$ cat src/spi_cfg.svh
// SCK divider and data widths are fixed at build time; SPI_CLK_HALF must be at least 1
`ifndef SPI_CFG_SVH
`define SPI_CFG_SVH

// clk cycles per SCK half period
// 2 gives SCK at clk/4
`define SPI_CLK_HALF 2

// Bits per SPI byte, shifted MSB first
`define SPI_BYTE_W 8

// Bytes per word transfer
// Lowest byte goes out first
`define SPI_WORD_BYTES 4

// Register port data width
`define SPI_WORD_W (`SPI_BYTE_W * `SPI_WORD_BYTES)

`endif

$ cat src/spi_pkg.sv
// Shared types for the SD SPI host; field widths follow spi_cfg.svh
`include "spi_cfg.svh"

package spi_pkg;

  // Byte engine FSM
  // ST_LAST holds the final high SCK phase before rx_valid
  typedef enum logic [1:0] {
    ST_IDLE  = 2'd0,
    ST_SHIFT = 2'd1,
    ST_LAST  = 2'd2
  } engine_state_e;

  // Register strobe kind, latched by the sequencer
  typedef enum logic {
    XFER_BYTE = 1'b0,
    XFER_WORD = 1'b1
  } xfer_kind_e;

  // Register write request
  // byte_we and word_we are mutually exclusive levels
  typedef struct packed {
    logic                   byte_we;
    logic                   word_we;
    logic [`SPI_WORD_W-1:0] wdata;
  } host_req_t;

  // Register response
  // wait_req stalls the bus, rdata valid once it falls
  typedef struct packed {
    logic [`SPI_WORD_W-1:0] rdata;
    logic                   wait_req;
  } host_rsp_t;

  // Outgoing SD pins
  // sck on SD_SCK, mosi on SD_CMD
  typedef struct packed {
    logic sck;
    logic mosi;
  } spi_pins_t;

endpackage

$ cat src/spi_byte_engine.sv
// Mode 0 only, MSB first, fixed divider; i_tx_start is ignored unless o_tx_ready is high
`timescale 1ns/1ps
`include "spi_cfg.svh"

module spi_byte_engine (
  input  logic                   clk,
  input  logic                   resetn,
  input  logic [`SPI_BYTE_W-1:0] i_tx_byte,
  input  logic                   i_tx_start,
  output logic                   o_tx_ready,
  output logic [`SPI_BYTE_W-1:0] o_rx_byte,
  output logic                   o_rx_valid,
  output spi_pkg::spi_pins_t     o_pins,
  input  logic                   i_miso
);

  localparam int BYTE_W = `SPI_BYTE_W;
  localparam int HALF   = `SPI_CLK_HALF;
  // Counter widths, at least one bit each
  localparam int HC_W   = (HALF > 1) ? $clog2(HALF) : 1;
  localparam int BC_W   = (BYTE_W > 1) ? $clog2(BYTE_W) : 1;

  spi_pkg::engine_state_e state_q;
  spi_pkg::spi_pins_t     pins_q;

  logic [HC_W-1:0]   half_cnt_q;
  logic [BC_W-1:0]   bit_cnt_q;
  logic [BYTE_W-1:0] tx_shift_q;
  logic [BYTE_W-1:0] rx_shift_q;
  logic [BYTE_W-1:0] rx_byte_q;
  logic              rx_valid_q;
  logic              half_tick;
  logic              last_bit;

  // End of the current SCK half period
  assign half_tick = (half_cnt_q == HC_W'(HALF - 1));
  assign last_bit  = (bit_cnt_q == BC_W'(BYTE_W - 1));

  // Control state and pins
  always_ff @(posedge clk) begin
    if (!resetn) begin
      state_q    <= spi_pkg::ST_IDLE;
      pins_q     <= '0;
      half_cnt_q <= '0;
      bit_cnt_q  <= '0;
      rx_valid_q <= 1'b0;
    end else begin
      // Single cycle pulse
      rx_valid_q <= 1'b0;
      case (state_q)
        spi_pkg::ST_IDLE: begin
          half_cnt_q <= '0;
          bit_cnt_q  <= '0;
          if (i_tx_start) begin
            // First bit set up before the first rising edge
            pins_q.mosi <= i_tx_byte[BYTE_W-1];
            state_q     <= spi_pkg::ST_SHIFT;
          end
        end
        spi_pkg::ST_SHIFT: begin
          half_cnt_q <= half_cnt_q + 1'b1;
          if (half_tick) begin
            half_cnt_q <= '0;
            pins_q.sck <= ~pins_q.sck;
            if (!pins_q.sck) begin
              // Rising edge, last sample ends shifting
              if (last_bit) begin
                state_q <= spi_pkg::ST_LAST;
              end
            end else begin
              // Falling edge, next bit onto MOSI
              bit_cnt_q   <= bit_cnt_q + 1'b1;
              pins_q.mosi <= tx_shift_q[BYTE_W-2];
            end
          end
        end
        spi_pkg::ST_LAST: begin
          // Hold the final high phase, then SCK back low
          half_cnt_q <= half_cnt_q + 1'b1;
          if (half_tick) begin
            half_cnt_q  <= '0;
            pins_q.sck  <= 1'b0;
            pins_q.mosi <= 1'b0;
            rx_valid_q  <= 1'b1;
            state_q     <= spi_pkg::ST_IDLE;
          end
        end
        default: begin
          state_q <= spi_pkg::ST_IDLE;
          pins_q  <= '0;
        end
      endcase
    end
  end

  // Shift registers and received byte
  always_ff @(posedge clk) begin
    if ((state_q == spi_pkg::ST_IDLE) && i_tx_start) begin
      tx_shift_q <= i_tx_byte;
    end else if ((state_q == spi_pkg::ST_SHIFT) && half_tick) begin
      if (!pins_q.sck) begin
        // MISO in on rising SCK
        rx_shift_q <= {rx_shift_q[BYTE_W-2:0], i_miso};
      end else begin
        tx_shift_q <= {tx_shift_q[BYTE_W-2:0], 1'b0};
      end
    end
    // Full byte captured on the way out of ST_LAST
    if ((state_q == spi_pkg::ST_LAST) && half_tick) begin
      rx_byte_q <= rx_shift_q;
    end
  end

  // Ready only when idle
  assign o_tx_ready = (state_q == spi_pkg::ST_IDLE);
  assign o_rx_byte  = rx_byte_q;
  assign o_rx_valid = rx_valid_q;
  assign o_pins     = pins_q;

endmodule

$ cat src/spi_sd_host.sv
// No chip select; SD_DAT[3:1] must be tied for SPI mode outside this block
`timescale 1ns/1ps
`include "spi_cfg.svh"

module spi_sd_host (
  input  logic               clk,
  input  logic               resetn,
  input  spi_pkg::host_req_t i_req,
  output spi_pkg::host_rsp_t o_rsp,
  output spi_pkg::spi_pins_t o_pins,
  input  logic               i_miso
);

  // Sequencer to engine
  logic [`SPI_BYTE_W-1:0] tx_byte;
  logic                   tx_start;
  logic                   tx_ready;
  logic [`SPI_BYTE_W-1:0] rx_byte;
  logic                   rx_valid;

  // Register side, splits words into bytes
  spi_word_sequencer u_seq (
    .clk        (clk),
    .resetn     (resetn),
    .i_req      (i_req),
    .o_rsp      (o_rsp),
    .o_tx_byte  (tx_byte),
    .o_tx_start (tx_start),
    .i_tx_ready (tx_ready),
    .i_rx_byte  (rx_byte),
    .i_rx_valid (rx_valid)
  );

  // Pin side, one byte per start
  spi_byte_engine u_engine (
    .clk        (clk),
    .resetn     (resetn),
    .i_tx_byte  (tx_byte),
    .i_tx_start (tx_start),
    .o_tx_ready (tx_ready),
    .o_rx_byte  (rx_byte),
    .o_rx_valid (rx_valid),
    .o_pins     (o_pins),
    .i_miso     (i_miso)
  );

endmodule

$ cat src/spi_word_sequencer.sv
// Strobe must drop in the cycle after wait falls, or the same request runs again
`timescale 1ns/1ps
`include "spi_cfg.svh"

module spi_word_sequencer (
  input  logic                   clk,
  input  logic                   resetn,
  input  spi_pkg::host_req_t     i_req,
  output spi_pkg::host_rsp_t     o_rsp,
  output logic [`SPI_BYTE_W-1:0] o_tx_byte,
  output logic                   o_tx_start,
  input  logic                   i_tx_ready,
  input  logic [`SPI_BYTE_W-1:0] i_rx_byte,
  input  logic                   i_rx_valid
);

  localparam int BYTE_W     = `SPI_BYTE_W;
  localparam int WORD_BYTES = `SPI_WORD_BYTES;
  localparam int CNT_W      = (WORD_BYTES > 1) ? $clog2(WORD_BYTES) : 1;
  // Holds every byte except the last one
  localparam int BUF_W      = (WORD_BYTES - 1) * BYTE_W;

  spi_pkg::xfer_kind_e kind_q;

  logic [CNT_W-1:0]  cnt_q;
  logic [BUF_W-1:0]  rx_buf_q;
  logic [BYTE_W-1:0] tx_byte_q;
  logic              tx_start_q;
  logic              active_q;
  logic              strobe;
  logic              last_byte;
  logic              chain;
  logic              done;
  logic [CNT_W-1:0]  next_idx;

  assign strobe    = i_req.byte_we | i_req.word_we;
  // Byte kind always ends after one byte
  assign last_byte = (kind_q == spi_pkg::XFER_BYTE) || (cnt_q == '0);
  assign chain     = active_q && i_rx_valid && !last_byte;
  assign done      = active_q && i_rx_valid && last_byte;
  // Lane of the byte after the current one
  assign next_idx  = CNT_W'(WORD_BYTES - int'(cnt_q));

  always_ff @(posedge clk) begin
    if (!resetn) begin
      tx_start_q <= 1'b0;
      active_q   <= 1'b0;
      cnt_q      <= '0;
      kind_q     <= spi_pkg::XFER_BYTE;
    end else begin
      tx_start_q <= 1'b0;
      if (strobe && i_tx_ready && !active_q) begin
        // Byte 0 of a new request
        tx_start_q <= 1'b1;
        active_q   <= 1'b1;
        kind_q     <= i_req.word_we ? spi_pkg::XFER_WORD : spi_pkg::XFER_BYTE;
        // Bytes left after byte 0 of a word
        cnt_q      <= CNT_W'(WORD_BYTES - 1);
      end
      if (chain) begin
        // Next byte right after rx_valid
        tx_start_q <= 1'b1;
        cnt_q      <= cnt_q - 1'b1;
      end
      if (done) begin
        active_q <= 1'b0;
      end
    end
  end

  // Payload path
  always_ff @(posedge clk) begin
    if (strobe && i_tx_ready && !active_q) begin
      tx_byte_q <= i_req.wdata[BYTE_W-1:0];
      // Cleared so a byte read has zeros above [7:0]
      rx_buf_q  <= '0;
    end
    if (chain) begin
      tx_byte_q <= i_req.wdata[next_idx*BYTE_W +: BYTE_W];
      // Earlier bytes move toward the top of the word
      rx_buf_q  <= {rx_buf_q[BUF_W-BYTE_W-1:0], i_rx_byte};
    end
  end

  // Wait held until the final rx_valid
  always_comb begin
    o_rsp.wait_req = strobe && !done;
    o_rsp.rdata    = {rx_buf_q, i_rx_byte};
  end

  assign o_tx_byte  = tx_byte_q;
  assign o_tx_start = tx_start_q;

endmodule

$ cat config.mk
export PLATFORM = sky130hd
export DESIGN_NAME = spi_sd_host
export DESIGN_NICKNAME = d
export VERILOG_FILES = /design/src/spi_pkg.sv /design/src/spi_byte_engine.sv /design/src/spi_sd_host.sv /design/src/spi_word_sequencer.sv
export VERILOG_INCLUDE_DIRS = /design/src /design/src/src
export SDC_FILE = /design/constraint.sdc
export NUM_CORES = 1
export LEC_CHECK = 0
export BUFFER_PORTS_ARGS = -buffer_cell sky130_fd_sc_hd__buf_2
export CORE_AREA = 2 2 108 58
export CTS_CLUSTER_DIAMETER = 120
export DETAILED_ROUTE_END_ITERATION = 7
export DIE_AREA = 0 0 110 60
export PLACE_DENSITY_LB_ADDON = 0.15
export SYNTH_ARGS = -nofsm -noshare
export SYNTH_HDL_FRONTEND = slang
export SYNTH_SLANG_ARGS = --single-unit
$ cat constraint.sdc
create_clock -name clk -period 7.2 [get_ports clk]
set_clock_uncertainty 0.05 [all_clocks]
set_input_delay 0 -clock clk [delete_from_list [all_inputs] [get_ports clk]]
set_output_delay 0 -clock clk [all_outputs]
set_load 0.005 [all_outputs]
==> metrics.txt <==
Post-Syn Area 0.00299 mm²; Skew-Pair Late Insertion Delay 0.33 ns; # setup viols final 0; first-pass GRT wire length 8740 µm; measured slew at the worst slew-check pin 1.15 ns; routed vias/inst about 5.0; Num CTS Buffers 9; total power ~1.1 mW; multi-input logic area 971 µm²; Placed Instances 363; Post-synth top cells 55 x edfxtp_1, 26 x and2_1, 14 x dfxtp_1, 14 x mux2_2, 13 x o21ai_0; Worst R2R Path Depth 7; Syn Nets roughly 270; Worst Path Max Fanout 35; Initial DRC Count around 130; Non-Filler Instances 390; Core Rows 20; post-route setup TNS 0 ns; Root Buffer clkbuf_8; Worst Hold Endpoint u_seq.o_tx_byte[4]; unrepaired setup endpoints after global routing false; Sink Count 69; Max Slew Vio Count 0; die area 0.00660 mm²; EDFF count, synth 55; clock transition at the registers of the reported paths 0.07 ns; max_slew headroom 23.4%; Yosys top cell area share 55.3%; Max IR drop VDD 0.000179 V; Final Cycle Share 41.9%; worst hold start i_req[20]; final hold vios 0; worst r2r src u_seq.cnt_q[0]; FFs w/ async S/R, synth 0%; ys flop type edfxtp_1; Worst EP arrival 3.17 ns; global route overflow 0; HPWL Detailed ~4000 µm; die span in y 60 µm; final instance area 0.00372 mm²; Clock Tree Buf Depth 2; pin count of the biggest net entering global routing 36; nets 353; CTS tree built; DRT Wirelength 5790 µm; Seq cells post-synth 69; Core Footprint about 0.0057 mm²; 1st-pass router iterations 4; post-route ant nets 0; Reg area 0.00193 mm²; WL/cell between 10 and 15 µm; vias in the first global route 1707; Ys Warns 0; HP Class in2reg; Synth area leaders edfxtp_1 55%, dfxtp_1 9.4%, and2_1 5.4%; WP data required 7.35 ns; R2R setup slack 4.19 ns; Diodes inserted 0; starting density of the core 52.1%; via count 1962; final core utilization 64.9%; leakage 1.50 nW; sequential share of the synthesized area 64.7%; cell with the most instances after synthesis edfxtp_1; H-tree depth 3; Post-DP Area 0.00338 mm²; share of cells above drive strength 1 roughly a third; synthesized instance count 226; final worst slack 4.19 ns; initial antenna violation count 0; outcome completed; r2r endpoint u_seq.o_tx_byte[5]; PD cells between 200 and 300 mW/mm²; post-synth cell types 34; syn_area_per_cell around 13 µm²; Critical Path Sink Type flip-flop; GP Congestion 0.808; Post-Place Setup Slack 4.58 ns; Synth area leader edfxtp_1; WS Path Type reg2reg; drt drc 0; max cap viols 0; die span in x 110 µm; I/O pins 72; Final min period about 3.0 ns; synthesis-to-layout area growth 24.5%; Final Hold Slack 0.0175 ns; startpoint types flip-flop; IO buf count 71; GRT Util Overall between 10% and 20%; Fill cells around 450; hold path depth 3; f_max ~0.33 GHz
-- repair_timing --
item	CTS	global route
endpoints found under the hold margin	14	0
buffers inserted	0	0
resized for setup	0	0
hold buffers	11	0
-- state kept, by name (all words and copies together), names as in the netlist --
signal and flops:
u_engine.bit_cnt_q 3, u_engine.half_cnt_q 1, u_engine.o_pins 2, u_engine.o_rx_byte 8, u_engine.o_rx_valid 1, u_engine.rx_shift_q 8
u_engine.state_q 2, u_engine.tx_shift_q 7, u_seq.active_q 1, u_seq.cnt_q 2, u_seq.kind_q 1, u_seq.o_tx_byte 8
u_seq.o_tx_start 1, u_seq.rx_buf_q 24
-- critical path: stages (launching register included) --
cell and delay [ns]:
dfxtp_1 0.48, inv_1 0.12, ha_1 0.23, and4b_1 0.92
and2_4 0.35, a22oi_1 0.08, o21ai_0 0.09, dlygate4sd3_1 0.57
-- placed cells by master, fill, tap and decap left out, drive strengths merged --
master	n
a21boi	1
a21oi	8
a22o	1
a22oi	10
a311oi	1
a31oi	7
and2	27
and3	3
and4b	1
buf	71
bufinv	2
clkbuf	9
clkinv	4
clkinvlp	1
dfxtp	14
dlygate4sd3	11
edfxtp	55
ha	8
inv	8
mux2	14
mux2i	3
nand2	11
nand2b	3
nand3	3
nand4	1
nor2	8
nor2b	8
nor3b	1
o211a	1
o21a	2
o21ai	13
o22a	1
o22ai	1
or3	1
-- worst max path at each step --
| stage | slack (ns) | depth (start not counted) | end | from |
|---|---|---|---|---|
| after floorplan | 3.42 | 5 | u_seq.o_tx_byte[0] | u_engine.state_q[1] |
| after global placement | 4.61 | 6 | u_seq.o_tx_byte[6] | u_seq.cnt_q[0] |
| after detailed placement | 4.58 | 6 | u_seq.o_tx_byte[6] | u_seq.cnt_q[0] |
| after CTS | 4.18 | 7 | u_seq.o_tx_byte[5] | u_seq.cnt_q[0] |
| after global routing | 3.92 | 7 | u_seq.o_tx_byte[5] | u_seq.cnt_q[0] |
| final | 4.19 | 7 | u_seq.o_tx_byte[5] | u_seq.cnt_q[0] |
-- layout make-up --
type	instances	area share, %
sequential	69	52.0
multi-input combinational	138	26.1
timing repair buffer	82	12.5
clock buffer	9	3.33
clock inverter	7	2.66
tap	77	2.59
inverter	8	0.808
-- report_power, final --
part	switching [mW]	internal, mW	leakage [nW]
clock network	0.148	0.197	0.110
registers	0.0272	0.499	0.640
logic	0.122	0.0927	0.746
total	0.297	0.789	1.50
-- logic make-up after synthesis --
group                      count (synthesis)  share of synthesized area [%]
muxes                                     17                           6.29
buffers and inverters                     19                           3.14
AOI/OAI and AO/OA                         46                           9.93
and+or+nand+nor                           67                           12.6
DFF                                       69                           64.7
adders and majority gates                  8                           3.35
-- layer usage --
layer	vias up	global-route usage [%]	part of all wire [%]
met5	-	0	0
met4	0	7.05	0.99
met3	5	6.32	6.4
met2	60	24.9	41
met1	903	27.7	52
li1	994	-	-
No activity file was read; power rests on OpenSTA's default activity.
